File: src/source/ts_pkg.sv
`default_nettype none

package ts_pkg;

	localparam int PACK_BYTE_SIZE = 188;
	localparam int PACK_WORD_SIZE = 47;
	localparam logic [7:0] TS_SYNC_BYTE = 8'h47;

	localparam int PID_SLOTS = 4;
	localparam int DATA_GROUPS = 2;
	localparam int PTS_STEP = 1;
	localparam int PTS_BYTE_FIRST = 24;
	localparam int PTS_BYTES = 5;

	localparam int PID_W = 13;
	localparam int SLOT_W = $clog2(PID_SLOTS);
	localparam int GROUP_W = (DATA_GROUPS > 1) ? $clog2(DATA_GROUPS) : 1;
	localparam int DATA_WORDS = PACK_WORD_SIZE * DATA_GROUPS;
	localparam int WORD_ADDR_W = $clog2(DATA_WORDS);
	localparam int BYTE_ADDR_W = WORD_ADDR_W + 2;
	localparam int INDEX_W = $clog2(PACK_BYTE_SIZE + 1);

	typedef struct packed {
		logic [7:0] data;
		logic       sync;
		logic       valid;
	} ts_byte_t;

	typedef struct packed {
		logic             pts_en;
		logic             change_en;
		logic             match_en;
		logic [PID_W-1:0] pid;
	} pid_entry_t;

	// one per packet start, valid in the cycle hit is set
	typedef struct packed {
		logic               hit;
		logic [SLOT_W-1:0]  slot;
		logic               change_pid;
		logic               pts_en;
		logic [GROUP_W-1:0] group;
		logic [31:0]        pts;
	} match_info_t;

endpackage

`default_nettype wire

File: src/source/ts_packet_rewriter.sv
`default_nettype none

module ts_packet_rewriter import ts_pkg::*; (
	input  wire logic                    clk,
	input  wire logic                    rst_n,
	input  wire ts_byte_t                delayed,
	input  wire match_info_t             match_info,
	output logic [WORD_ADDR_W-1:0]       rd_addr,
	input  wire logic [31:0]             rd_word,
	output ts_byte_t                     ts_out
);

	match_info_t info_q;
	logic [INDEX_W-1:0] k;
	logic [BYTE_ADDR_W-1:0] byte_addr;
	logic [7:0] r;
	logic [32:0] p;
	logic [PTS_BYTES-1:0][7:0] pts_bytes;
	logic [2:0] pts_idx;
	logic first_group;
	logic in_pts;
	logic [7:0] out_byte;
	logic [7:0] out_data;
	logic out_sync;
	logic out_valid;

	// byte k of group g sits at g*188 + k
	assign byte_addr = BYTE_ADDR_W'(info_q.group) * BYTE_ADDR_W'(PACK_BYTE_SIZE) +
		BYTE_ADDR_W'(k);
	assign rd_addr = byte_addr[BYTE_ADDR_W-1:2];
	assign r = rd_word[8 * byte_addr[1:0] +: 8];

	assign p = {1'b0, info_q.pts};
	assign pts_bytes[0] = {4'b0010, p[32:30], 1'b1};
	assign pts_bytes[1] = p[29:22];
	assign pts_bytes[2] = {p[21:15], 1'b1};
	assign pts_bytes[3] = p[14:7];
	assign pts_bytes[4] = {p[6:0], 1'b1};
	assign pts_idx = 3'(k - INDEX_W'(PTS_BYTE_FIRST));

	assign first_group = info_q.group == '0;
	assign in_pts = k >= INDEX_W'(PTS_BYTE_FIRST) && k < INDEX_W'(PTS_BYTE_FIRST + PTS_BYTES);

	always_comb begin
		out_byte = r;
		if (delayed.sync || !info_q.hit) begin
			out_byte = delayed.data;
		end else if (k == INDEX_W'(1)) begin
			// keep TEI and priority, PUSI only on the first group
			out_byte = {delayed.data[7], first_group, delayed.data[5],
				info_q.change_pid ? r[4:0] : delayed.data[4:0]};
		end else if (k == INDEX_W'(2)) begin
			out_byte = info_q.change_pid ? r : delayed.data;
		end else if (k == INDEX_W'(3)) begin
			// continuity counter stays from the input
			out_byte = {r[7:4], delayed.data[3:0]};
		end else if (in_pts && info_q.pts_en && first_group) begin
			out_byte = pts_bytes[pts_idx];
		end
	end

	always_ff @(posedge clk) begin
		if (!rst_n) begin
			out_valid <= 1'b0;
			info_q <= '0;
			k <= '0;
		end else begin
			out_valid <= delayed.valid;
			if (delayed.valid) begin
				if (delayed.sync) begin
					info_q <= match_info;
					k <= INDEX_W'(1);
				end else begin
					k <= k + INDEX_W'(1);
				end
			end
		end
	end

	always_ff @(posedge clk) begin
		if (delayed.valid) begin
			out_data <= out_byte;
			out_sync <= delayed.sync;
		end
	end

	assign ts_out = '{data: out_data, sync: out_sync, valid: out_valid};

	// packets never run past 188 bytes between syncs
	a_index_in_packet: assert property (@(posedge clk) disable iff (!rst_n)
		delayed.valid && !delayed.sync |-> k < INDEX_W'(PACK_BYTE_SIZE));

endmodule

`default_nettype wire

File: config.mk
export PLATFORM = sky130hd
export DESIGN_NAME = ts_packet_rewriter
export DESIGN_NICKNAME = d
export VERILOG_FILES = /design/src/source/ts_pkg.sv /design/src/source/ts_packet_rewriter.sv
export SDC_FILE = /design/constraint.sdc
export NUM_CORES = 1
export LEC_CHECK = 0
export ABC_AREA = 1
export BUFFER_PORTS_ARGS = -buffer_cell sky130_fd_sc_hd__buf_2
export CAP_MARGIN = 10
export CORE_MARGIN = 2
export CORE_UTILIZATION = 47
export CTS_CLUSTER_SIZE = 24
export DETAILED_ROUTE_END_ITERATION = 6
export MAX_ROUTING_LAYER = met4
export PLACE_DENSITY = 0.77
export SLEW_MARGIN = 5
export SYNTH_ARGS = -nofsm -noshare
export SYNTH_HDL_FRONTEND = slang
export SYNTH_SLANG_ARGS = --single-unit
File: constraint.sdc
create_clock -name clk -period 2.1 [get_ports clk]
set_clock_uncertainty 0.2 [all_clocks]
set_input_delay 0.21 -clock clk [delete_from_list [all_inputs] [get_ports clk]]
set_output_delay 0.21 -clock clk [all_outputs]
set_load 0.1 [all_outputs]
# Word level (Yosys, flattened, before mapping)
# Cells that the tools add are included.
# totals
register_bits	54
elab_cells	37
# op_classes
n_addsub	3
multipliers	1
n_lt_le_gt_ge	3
n_eq_ne	3
shift	1
muxes	10
bitwise_logic	1
reduce_logical	6
# ops
cell	n
$mux 8	8
$shiftx 32x6->8	1
$bmux 8 s3	1
$eq 8x2->1 const B	2
$add 9x8->9	1
$add 8x1->8 const B	1
$eq 8x1->1 const B	1
$ge 8x5->1 const B	1
$lt 8x5->1 const B	1
$mul 1x6->7 const B	1
$mux 5	1
$lt 3x4->1 const B	1
$logic_and 1x1->1	3
$sub 3x1->3 const B	1
$reduce_and 2->1	1
$logic_not 1->1	1
$logic_or 1x1->1	1
$not 1->1	1

# Longest topological paths before layout
# depth
word_depth	9
ltp_mapped	12
ltp_nobuf	10

# Least setup slack after synthesis
# Ideal clock, no wire load.
# synth_timing
path_kind	reg2out
start	register k[2]
end	output rd_addr[4]
arrival_time_ns	1.752
required_time_ns	1.690
slack_ns	-0.062
stages_incl_launch_ff	7
cell_sequence	dfxtp_1 > ha_1 > inv_1 > fa_1 > o21ai_0 > xor2_1 > buf_4
# synth_via
elab_chain_len	1
# synth_rtl
element	line_no	rtl
start: declaration	ts_packet_rewriter.sv:14	logic [INDEX_W-1:0] k;
start signal: assignment	ts_packet_rewriter.sv:74	k <= k + INDEX_W'(1);
$add 9x8->9	ts_packet_rewriter.sv:28	assign byte_addr = BYTE_ADDR_W'(info_q.group) * BYTE_ADDR_W'(PACK_BYTE_SIZE) +
end: declaration	ts_packet_rewriter.sv:8	output logic [WORD_ADDR_W-1:0] rd_addr,
# No other way between the ends.

# Worst setup path in the final report
# layout_timing
start	register info_q[32] in the netlist's numbering
end	output rd_addr[5]
# layout_via
elab_chain_len	2
# layout_rtl
element	line_no	rtl
start: declaration	ts_packet_rewriter.sv:13	match_info_t info_q;
start signal: assignment	ts_packet_rewriter.sv:71	info_q <= match_info;
$mul 1x6->7	ts_packet_rewriter.sv:28	
$add 9x8->9	ts_packet_rewriter.sv:28	
# No other way between the ends.

==> impl_metrics.ini <==
[place]
placedCellCount = 659
gp_congestion = 0.939
pre_cts_ws_ns = 0.0135
port_buffers = 96
dpl-instance-area_um2 = 3900
dp_hpwl_um = 6530

[min_path]
hold_path.class = input pin to register

[routing]
viasPerCell = 5.05
wl_met1_um = 4130
wl_met3_um = 384
antenna_left = 0
dr.pass1.iters = 4
wl_per_cell_um = 13.2
drc = 0
drt_iter0_markers = 189
top_layer = met4
vias = 3571
wl_met2_um = 4580
drt_wl_total_um = 9330

[clocking]
cts_tree = done
clk_latency_ns = 0.31
cts_buffer_depth = 2
numCtsBuffers = 5
cts_root_buffer = clkbuf_8
htree_levels = 2
path_clk_slew_ns = 0.10
cts.sinks = 54

[yosys]
synth_edf_count = 9
synthTopCellsByArea = dfxtp_1 27%, nand2_1 13%, nor2_1 9.1%, edfxtp_1 8.2%, nand3_1 7.6%
synth.largest_area_cell = dfxtp_1
synth-seq-area-share_pct = 35.4
yosys_warnings = 0
postSynthAreaPerCell_um2 = 6.83
yosysTopAreaCellShare_pct = 27.3
synth_cells = 484
synth.cell_area_um2 = 3300
synth_cell_types = 38
synth_flop_cell = dfxtp_1
async_flop_share_pct = 0
ys_seq_elements = 54
synthesis.nets = 577

[outcome]
violations = negative hold slack, negative setup slack
outcome = complete, but fails checks

[floorplanning]
dieArea_um2 = 7720
ios = 99
die_w_um = 87.9
dieHeight_um = 87.9
core_area_um2 = 6790
rows = 30
floorplan.initialDensity_pct = 48.6

[sta]
timing.hold.ws_ns = -0.00311
setup_ws_ns = -0.178
worstMarginPinSlew_ns = 0.946
hold_viol_final = 1
slew_headroom_pct = 36.8
setup_viol = 5
tns_ns = -0.701
rsz0062_at_grt = yes
post-route-period-util_pct = 108
slew_viol_final = 0
max_freq_ghz = 0.439
fin_crit_ns = 2.28

[setup_path]
crit_type = register to primary output
crit_arrival_ns = 1.87
crit_top_cell = a21oi_2
slowest_delay_ns = 0.34
path_cells = buf_6 -> ha_4 -> a21oi_2 -> nand2_2 -> a21oi_2 -> nor2_1 -> xor2_1 -> clkbuf_16
cp_max_fo = 4
worstPathRequired_ns = 1.69
cp_slowest_cell = dfxtp_2
critPathCaptureType = primary output
worst_setup_path_start_kind = register

[pwr]
vdd_drop_max_uv = 343
switching_share_pct = 33.5
p_int_uw = 1620
pwr-share-seq_pct = 47.1
power.density_nw_per_um2 = 545
power_leakage_uw = 0.00208
comb_power_share_pct = 28.6
p_sw_uw = 819
pwr-share-clk_pct = 24.3

[final_layout]
drive_gt1_share_pct = 26.0
layout_commonest_cell = nand2_1
fin_util_pct = 66.0
instances_no_fill = 707
area_growth_pct = 35.7
finalNetCount = 703
stdcell_area_um2 = 4490
diodes = 0
layout_common_cells = 117 x nand2_1, 90 x buf_2, 80 x nor2_1

[flow_run]
cap_violations = 0

[global_route]
grt_max_degree = 42
grt_overflow = 0
grt_pass1_vias = 3275
antenna_found_initial = 0
grt_pass1_wl_um = 14800
gr-usage-all-layers_pct = 25.1
[power by group through the flow]
stage | sequential (µW) | clock [µW] | combinational, µW
after floorplan | 1240 | 0 | 375
after global placement | 1170 | 0 | 610
after detailed placement | 1170 | 0 | 618
after CTS | 1150 | 605 | 678
after global routing | 1160 | 638 | 762
final | 1150 | 594 | 698
[critical path: cells and delay by family (launching register included)]
kind                     cells  cell delay, ns
buffers and inverters        2            0.37
flip-flops                   1            0.34
AO/OA/AOI/OAI                2            0.27
adder cells (fa/ha/maj)      1            0.25
XOR/XNOR                     1            0.20
AND/OR/NAND/NOR              2            0.13
[per-stage QoR]
step,total power [µW],hold slack [ns]
floorplan,1620,0.109
global placement,1780,0.220
detailed placement,1790,0.226
CTS,2430,0.000732
global route,2560,0.0126
finish,2440,-0.00311
[synth_stat cells, drive strengths merged, types with 2 or more instances]
cell	number
nand3	53
nor2	85
edfxtp	9
xor2	4
clkbuf	9
nand3b	2
nor3	7
buf	23
a31oi	2
a21oi	34
o211ai	2
o21ai	44
nand2	121
nor3b	2
dfxtp	45
clkinv	2
ha	10
inv	25
[what timing repair did]
action,CTS,global route
pin swaps,8,7
hold endpoints to repair,35,0
hold buffers,35,0
gates resized for setup,12,10
endpoints found under the setup margin,5,11
cloned,0,1
setup buffers,2,2
[flip-flops by register name, indices dropped and copies added (netlist names)]
name	flops
out_sync	1
k	8
out_data	8
out_valid	1
info_q	36
[path summary, 6_finish.rpt]
kind             startpoint     endpoint  slack [ns]  depth (start not counted)
max reg2reg            k[5]  out_data[6]        0.09                          8
min reg2reg      info_q[17]   info_q[17]        0.26                          2
max              info_q[32]   rd_addr[5]       -0.18                          8
min          match_info[17]   info_q[17]      -0.003                          3
[final cells by class]
cell class,instances,area [µm²]
fillers,597,2310
multi-input cells,372,1910
flip-flops and latches,54,1180
repair buffers,150,1080
well taps,96,120
inverters,27,109
clock buffers,6,72.6
clock inverters,2,15.0
[kinds of logic after synthesis]
kind of cell             share of synthesized area (%)
AO/OA/AOI/OAI                                     13.5
XOR/XNOR                                          1.33
buffers and inverters                             9.84
flip-flops                                        35.4
AND/OR/NAND/NOR                                   35.5
adder cells (fa/ha/maj)                           4.39
[layer usage]
metal,GRT usage (%),up-vias
met1,31.4,1631
met4,9.09,0
li1,-,1829
met3,3.49,19
met2,41.2,92
met5,-,-
Note: power is estimated with default switching activity, not from simulation.
