### config.mk
export PLATFORM = sky130hd
export DESIGN_NAME = ts_pid_matcher
export DESIGN_NICKNAME = d
export VERILOG_FILES = /design/src/source/ts_pkg.sv /design/src/source/ts_pid_matcher.sv
export SDC_FILE = /design/constraint.sdc
export NUM_CORES = 1
export LEC_CHECK = 0
export BUFFER_PORTS_ARGS = -buffer_cell sky130_fd_sc_hd__buf_2
export CAP_MARGIN = 20
export CORE_AREA = 2 2 99 101
export DETAILED_ROUTE_END_ITERATION = 10
export DIE_AREA = 0 0 101 103
export GPL_ROUTABILITY_DRIVEN = 0
export PLACE_DENSITY = 0.74
export SYNTH_ARGS = -nofsm -noshare
export SYNTH_HDL_FRONTEND = slang
export SYNTH_SLANG_ARGS = --single-unit
### constraint.sdc
create_clock -name clk -period 2.1 [get_ports clk]
set_input_delay 0.105 -clock clk [delete_from_list [all_inputs] [get_ports clk]]
set_output_delay 0.105 -clock clk [all_outputs]
set_load 0.01 [all_outputs]
### src/source/ts_pkg.sv
`default_nettype none

package ts_pkg;

	localparam int PACK_BYTE_SIZE = 188;
	localparam int PACK_WORD_SIZE = 47;
	localparam logic [7:0] TS_SYNC_BYTE = 8'h47;

	localparam int PID_SLOTS = 4;
	localparam int DATA_GROUPS = 2;
	localparam int PTS_STEP = 1;
	localparam int PTS_BYTE_FIRST = 24;
	localparam int PTS_BYTES = 5;

	localparam int PID_W = 13;
	localparam int SLOT_W = $clog2(PID_SLOTS);
	localparam int GROUP_W = (DATA_GROUPS > 1) ? $clog2(DATA_GROUPS) : 1;
	localparam int DATA_WORDS = PACK_WORD_SIZE * DATA_GROUPS;
	localparam int WORD_ADDR_W = $clog2(DATA_WORDS);
	localparam int BYTE_ADDR_W = WORD_ADDR_W + 2;
	localparam int INDEX_W = $clog2(PACK_BYTE_SIZE + 1);

	typedef struct packed {
		logic [7:0] data;
		logic       sync;
		logic       valid;
	} ts_byte_t;

	typedef struct packed {
		logic             pts_en;
		logic             change_en;
		logic             match_en;
		logic [PID_W-1:0] pid;
	} pid_entry_t;

	// one per packet start, valid in the cycle hit is set
	typedef struct packed {
		logic               hit;
		logic [SLOT_W-1:0]  slot;
		logic               change_pid;
		logic               pts_en;
		logic [GROUP_W-1:0] group;
		logic [31:0]        pts;
	} match_info_t;

endpackage

`default_nettype wire

### src/source/ts_pid_matcher.sv
`default_nettype none

module ts_pid_matcher import ts_pkg::*; (
	input  wire logic                         clk,
	input  wire logic                         rst_n,
	input  wire ts_byte_t                     ts_in,
	input  wire pid_entry_t [PID_SLOTS-1:0]   pid_table,
	input  wire logic [PID_SLOTS-1:0][31:0]   pts_table,
	input  wire logic                         match_enable,
	output match_info_t                       match_info,
	output ts_byte_t                          delayed
);

	// stage[2] is the oldest byte
	ts_byte_t [2:0] stage;
	logic [PID_W-1:0] pid_in;
	logic pkt_start;
	logic [PID_SLOTS-1:0] slot_hit;
	logic [SLOT_W-1:0] sel;
	logic [PID_SLOTS-1:0][GROUP_W-1:0] group_cnt;

	always_ff @(posedge clk) begin
		if (!rst_n) begin
			stage <= '0;
		end else if (ts_in.valid) begin
			stage <= {stage[1:0], ts_in};
		end
	end

	// the oldest byte leaves the line when a new one comes in
	assign delayed = '{
		data: stage[2].data,
		sync: stage[2].sync,
		valid: stage[2].valid && ts_in.valid
	};

	assign pid_in = {stage[1].data[4:0], stage[0].data};
	assign pkt_start = delayed.valid && delayed.sync && delayed.data == TS_SYNC_BYTE;

	// scan downwards so the lowest matching slot is kept
	always_comb begin
		sel = '0;
		for (int s = PID_SLOTS - 1; s >= 0; s--) begin
			slot_hit[s] = match_enable && pid_table[s].match_en && pid_table[s].pid == pid_in;
			if (slot_hit[s]) begin
				sel = SLOT_W'(s);
			end
		end
	end

	assign match_info = '{
		hit: pkt_start && |slot_hit,
		slot: sel,
		change_pid: pid_table[sel].change_en,
		pts_en: pid_table[sel].pts_en,
		group: group_cnt[sel],
		pts: pts_table[sel]
	};

	always_ff @(posedge clk) begin
		if (!rst_n) begin
			group_cnt <= '0;
		end else if (match_info.hit) begin
			if (group_cnt[sel] == GROUP_W'(DATA_GROUPS - 1)) begin
				group_cnt[sel] <= '0;
			end else begin
				group_cnt[sel] <= group_cnt[sel] + GROUP_W'(1);
			end
		end
	end

	// the pid bytes belong to the packet that starts here
	a_hit_pid_in_packet: assert property (@(posedge clk) disable iff (!rst_n)
		match_info.hit |-> !stage[1].sync && !stage[0].sync);

endmodule

`default_nettype wire

After elaboration in Yosys (flattened, before gate mapping)

Index checks and enable logic that the tools add are counted.

Mux-type cells: 14
Order comparisons: 2
Bitwise operators: 2
Eq/ne operators: 5
$add $sub $neg: 1
Reductions and logical operators: 14

Operators by type and width:

| cell                                                        | number |
|---|---|
| binary-select mux 32 bit (select 2 bit)                     | 1 |
| equality test 13 bit                                        | 4 |
| binary-select mux 16 bit (select 2 bit)                     | 1 |
| 2-to-1 mux 32 bit                                           | 1 |
| 2-to-1 mux 16 bit                                           | 1 |
| logical AND 1 bit                                           | 13 |
| equality test 8 x 7 -> 1 bit (second input constant)        | 1 |
| 2-to-1 mux 2 bit                                            | 4 |
| AND 4 bit                                                   | 1 |
| bitwise mux 4 bit                                           | 1 |
| 2-to-1 mux 4 bit                                            | 1 |
| inverter 4 bit                                              | 1 |
| OR reduction 4 bit                                          | 1 |
| less-than comparator 2 x 3 -> 1 bit (second input constant) | 1 |
| binary-select mux 1 bit (select 2 bit)                      | 1 |
| demux 1 bit (select 2 bit)                                  | 1 |
| >= comparator 2 x 1 -> 1 bit (second input constant)        | 1 |
| 2-to-1 mux 1 bit                                            | 2 |
| adder 1 bit (second input constant)                         | 1 |

Flip-flop bits (word level): 34
Output and inout bits: 48
Input port bits: 205
Word-level logic and storage cells: 51

Longest topological paths before layout

Gate-level depths: netlist (run 1).

Word-level depth: 13
Gate-level depth with buffers: 10

Worst setup path after synthesis (run 1)

No wires, ideal clock.

Path kind: register to output
From: register stage, in the netlist pid_in[6]
To: output match_info[0] (netlist bit)
Arrival: 2201 ps
Data required time: 1995 ps
Buffers on the path: 4
Cell stages (with the launch flop): 11
Setup slack: -206 ps
Cells stage by stage: dfxtp_1 -> buf_2 -> xnor2_1 -> nand4_1 -> or4_1 -> buf_2 -> and4_4 -> buf_6 -> buf_6 -> a222oi_1 -> nand2_1

RTL lines:

| element                | line                 | text |
|---|---|---|
| from (decl)            | ts_pid_matcher.sv:15 | `ts_byte_t [2:0] stage;` |
| from (signal assigned) | ts_pid_matcher.sv:26 | `stage <= {stage[1:0], ts_in};` |
| to (decl)              | ts_pid_matcher.sv:10 | `output match_info_t match_info,` |

==> results.yml, run 1 <==
timing:
  hold_violations: 0
  period_share_pct: 142
  rsz0062_at_grt: "yes"
  setup_viol: 42
  relSlewSlack_pct: 34.6
  period_needed_ns: 2.98
  timing.final.ws_setup_ns: -0.878
  max_freq_ghz: 0.336
  worst-slew-pin-transition_ns: 0.975
  whs_ns: 0.0498
  fin_worst_skew_ns: 0.00384
  maxSlewViolCount: 0
layout:
  fin_nets: 838
  layout_common_cells: "249 x buf_2, 69 x nand2_1, 48 x buf_4"
  antenna_cells: 0
  drive_gt1_share_pct: 59.9
  area_growth_pct: 78.5
  final_util_pct: 52.1
  final_common_cell: "buf_2"
grt:
  grt_pass1_vias: 3806
  grt_overflow: 0
  grt_pass1_wl_mm: 20.1
  grt_usage_pct: 25.6
  grt_max_degree: 35
  antenna_found_initial: 1
hold_path:
  holdPathStages: 3
  worst_hold_path_type: "primary input to register"
routing:
  dr.pass1.iters: 5
  drtIter0Drc: 308
  antenna_left: 0
  detail_route.wl_per_cell_um: 20.3
  via_per_inst: 5.42
  totalWireLength_mm: 15.2
  vias: 4051
  drcViolationCount: 0
critical_path:
  path_max_fanout: 4
  worstSetupPathDepth: 8
  end_kind: "output pin"
  critical_path.cell_chain: "buf_6, xnor2_2, nand4_1, or4_4, and4_4, a222oi_1, nand2_1, buf_2"
  rr_worst_depth: 11
  path_class: "register to output pin"
  cp_data_arrival_time_ns: 2.87
  crit_path_start_kind: "register"
  slowest_delay_ns: 0.62
  cp.buffers_inverters: 2
  cp_top_family: "simple AND/OR/NAND/NOR gates"
  cp_data_required_time_ns: 2.00
  cpMaxStageDelayCell: "or4_4"
synth:
  yosysUniqueCellTypes: 31
  synth_area_per_cell_um2: 7.89
  synth_nets: 555
  netlist_instances: 350
  ys_ff_latch: 34
  synth_warnings: 0
  ys_seq_area_share_pct: 24.7
  syn-cell-area_um2: 2760
die:
  start_util_pct: 29.2
  ioPinCount: 253
  dieArea_um2: 10400
  fp.dieH_um: 103
  die_width_um: 101
  core_um2: 9460
  row_count: 36
clock_tree:
  clock_sinks: 34
  tritoncts: "built"
  root_buffer: "clkbuf_8"
  ctsHoldBuffers: 0
  htreeDepth: 2
  clk-insertion-delay-late_ns: 0.29
  clk_pin_slew_ns: 0.07
  max-clock-path-buffers: 2
  numCtsBuffers: 5
job:
  drv_cap: 0
placement:
  hpwl_mm: 10.6
  port-buffer-count: 252
pwr:
  power_density_nw_per_um2: 365
  p_leak_uw: 0.00260
  p_total_uw: 1800
  ir_worst_vdd_uv: 430
outcome:
  status: "finished with violations"
  failed_checks: "setup timing"
-- report_power, final --
group / total (µW) / switching, µW / internal [µW]
clock: 515 / 252 / 263
combinational: 596 / 273 / 323
sequential: 689 / 20.0 / 669
-- per-stage QoR --
stage / std cells / instance area [µm²] / setup TNS, ns / setup WS (ns)
6_report: 748 / 4930 / -26.48 / -0.878
5_1_grt: 748 / 4930 / -31.52 / -0.976
2_1_floorplan: 350 / 2860 / -5.17 / -0.166
3_3_place_gp: 702 / 4220 / -20.13 / -0.739
3_5_place_dp: 702 / 4220 / -26.63 / -0.948
4_1_cts: 742 / 4790 / -21.36 / -0.666
-- cell type report --
class / instances / area [µm²]
inverter: 1 / 3.75
multi-input combinational: 273 / 2090
fill: 851 / 4530
timing repair buffer: 318 / 1890
tap: 114 / 143
clock buffer: 6 / 82.6
sequential: 34 / 699
clock inverter: 2 / 12.5
-- metal layers --
metal,wire [µm],GRT usage [%]
met3,1250,4.27
met4,680,12.3
met2,7910,48.2
met5,13,0
met1,5320,28.0
-- sequential cells by signal (all words and copies together) (netlist names) --
register	flops
pid_in	13
delayed	9
stage	8
group_cnt	4
-- logic make-up (layout without fill, tap and decap cells) --
family / count (synthesis) / after routing / synth area share (%)
compound gates: 42 / 42 / 14.1
xor+xnor: 54 / 54 / 17.1
buf+inv: 47 / 327 / 10.3
flops: 34 / 34 / 24.7
mux: 29 / 29 / 10.5
simple gates: 144 / 148 / 23.3
-- cells in the mapped netlist --
master / n / area share [%]
o21ai_0: 2 / 0.36
nand2_1: 70 / 9.5
nor2b_1: 1 / 0.23
and4_4: 1 / 0.41
buf_4: 9 / 2.4
nor3_2: 1 / 0.36
nor4_1: 7 / 1.6
or4b_1: 1 / 0.36
or3_1: 2 / 0.45
and2_1: 1 / 0.23
xnor2_1: 42 / 13
mux2i_1: 29 / 11
o31ai_1: 1 / 0.27
a222oi_1: 34 / 12
a21oi_1: 3 / 0.54
nor3_1: 3 / 0.54
buf_2: 18 / 3.3
or4_1: 3 / 0.82
buf_1: 2 / 0.27
buf_6: 7 / 2.9
clkbuf_1: 10 / 1.4
and4_1: 1 / 0.32
nand4_1: 11 / 2.5
o32ai_1: 1 / 0.32
nor2_1: 37 / 5.0
dfxtp_1: 34 / 25
a31oi_1: 1 / 0.23
nand3_1: 4 / 0.73
xor2_1: 12 / 3.8
and3_1: 1 / 0.23
clkinv_1: 1 / 0.14
-- what timing repair did --
item,CTS,global route
gates cloned,4,1
resized for setup,50,16
endpoints found under the setup margin,42,42
pin swaps,59,17
buffers inserted,28,5
-- worst min-delay path, delay by kind of cell --
family,cells,cell delay [ns]
and+or+nand+nor,1,0.08
buffers and inverters,1,0.07
muxes,1,0.05
-- path summary, 6_finish.rpt --
path         startpoint        endpoint  slack, ns
max reg2reg   pid_in[9]    group_cnt[3]      -0.28
min reg2reg   stage[11]       stage[11]       0.50
min            ts_in[1]        stage[1]       0.05
max           pid_in[3]  match_info[14]      -0.88
No activity file was read; power rests on OpenSTA's default activity.
==> run 2: changes to the inputs <==
Settings changed: PLACE_DENSITY 0.74 to 0.7.
==> results.yml, run 2 (same netlist as run 1, synthesis figures left out) <==
critical_path:
  cp_data_required_time_ns: 2.00
  crit_path_start_kind: "register"
  reg2reg_slack_ns: -0.27
  cp_data_arrival_time_ns: 2.63
  path_class: "register to output pin"
  r2r-start: "pid_in[12]"
  end_kind: "output pin"
  rr_worst_depth: 11
  path_max_fanout: 8
  worstReg2RegEnd: "group_cnt[3]"
layout:
  final_util_pct: 53.7
  drive_gt1_share_pct: 60.6
  final_common_cell: "buf_2"
  layout_common_cells: "243 x buf_2, 70 x nand2_1, 38 x buf_6"
  fin_nets: 839
  largest_reg_flops: 13
  final_cells: 750
  area_growth_pct: 84.0
grt:
  grt_pass1_vias: 3620
  grt_pass1_wl_mm: 18.9
  grt_usage_pct: 23.9
  grt_max_degree: 35
  grt_overflow: 0
  antenna_found_initial: 1
timing:
  setup_viol: 40
  period_needed_ns: 2.74
  timing.final.ws_setup_ns: -0.640
  max_freq_ghz: 0.365
  period_share_pct: 130
  relSlewSlack_pct: 37.7
  worst-slew-pin-transition_ns: 0.928
  hold_violations: 0
  fin_worst_skew_ns: 0.00891
  rsz0062_at_grt: "yes"
  maxSlewViolCount: 0
clock_tree:
  htreeDepth: 2
  clk-insertion-delay-late_ns: 0.29
  max-clock-path-buffers: 2
  numCtsBuffers: 5
  clk_pin_slew_ns: 0.07
  root_buffer: "clkbuf_8"
  clock_sinks: 34
  tritoncts: "built"
placement:
  hpwl_mm: 10.4
  place_inst: 707
  port-buffer-count: 252
die:
  start_util_pct: 29.2
  die_width_um: 101
  ioPinCount: 253
  fp.dieH_um: 103
  row_count: 36
  dieArea_um2: 10400
  core_um2: 9460
routing:
  drtIter0Drc: 274
  antenna_left: 0
  vias: 3946
  detail_route.wl_per_cell_um: 19.4
  drcViolationCount: 0
  dr.pass1.iters: 9
  via_per_inst: 5.26
  totalWireLength_mm: 14.5
job:
  drv_cap: 0
pwr:
  p_leak_uw: 0.00264
  ir_worst_vdd_uv: 393
  power_density_nw_per_um2: 359
hold_path:
  holdPathStages: 3
  worst_hold_path_type: "primary input to register"
  min_to: "pid_in[3]"
  worstHoldStart: "ts_in[5]"
outcome:
  status: "finished with violations"
  failed_checks: "setup timing"
run 2: timing repair:
action                                  in CTS  in global routing
endpoints found under the setup margin      41                 42
resized for setup                           50                 41
pin swaps                                   33                 48
hold buffers                                 0                  0
buffers inserted                            16                 13
gates cloned                                 3                  4
run 2: layout make-up:
class / instances / area, µm²
diodes: 1 / 2.50
clock buffers: 6 / 82.6
clock inverters: 2 / 12.5
fillers: 860 / 4380
inverters: 1 / 3.75
multi-input cells: 272 / 2120
flip-flops and latches: 34 / 696
well taps: 114 / 143
repair buffers: 320 / 2020
run 2: worst max-delay path by stage:
stage	to	slack, ns	from	cells after the start
3_5_place_dp	match_info[30]	-0.48	pid_in[11]	8
3_3_place_gp	match_info[2]	-0.76	pid_in[1]	7
2_1_floorplan	match_info[0]	-0.17	pid_in[11]	10
6_report	match_info[28]	-0.64	pid_in[2]	10
5_1_grt	match_info[30]	-0.75	pid_in[5]	9
4_1_cts	match_info[3]	-0.56	pid_in[11]	8
run 2: report_power, final:
part | switching [µW] | internal [µW]
Combinational | 279 | 346
Clock | 248 | 263
Sequential | 18.3 | 669
Total | 545 | 1280
run 2: metal layers:
metal	routed length [µm]	vias to the layer above	GRT usage (%)
met5	0	-	0
met4	332	0	8.52
met3	1120	25	4.75
met2	7690	222	43.6
met1	5400	1865	27.8
li1	-	1834	-
run 2: stage by stage:
stage | area, µm² | setup WS, ns | setup TNS (ns) | hold slack (ns) | power, µW
CTS | 4700 | -0.563 | -18.56 | 0.0558 | 1770
detailed placement | 4250 | -0.478 | -14.41 | 0.355 | 1220
finish | 5080 | -0.640 | -22.81 | 0.0551 | 1820
global route | 5080 | -0.750 | -26.82 | 0.0836 | 1900
floorplan | 2860 | -0.166 | -5.17 | 0.252 | 932
global placement | 4230 | -0.764 | -23.95 | 0.344 | 1210
run 2: worst max-delay path, cell delays in order, from the launching register on:
cell	delay, ns
dfxtp_2	0.33
buf_6	0.13
xnor2_2	0.13
nand4_1	0.18
or4_4	0.61
buf_6	0.17
nor2_4	0.27
clkbuf_16	0.23
a222oi_1	0.07
nand2_1	0.08
buf_2	0.13
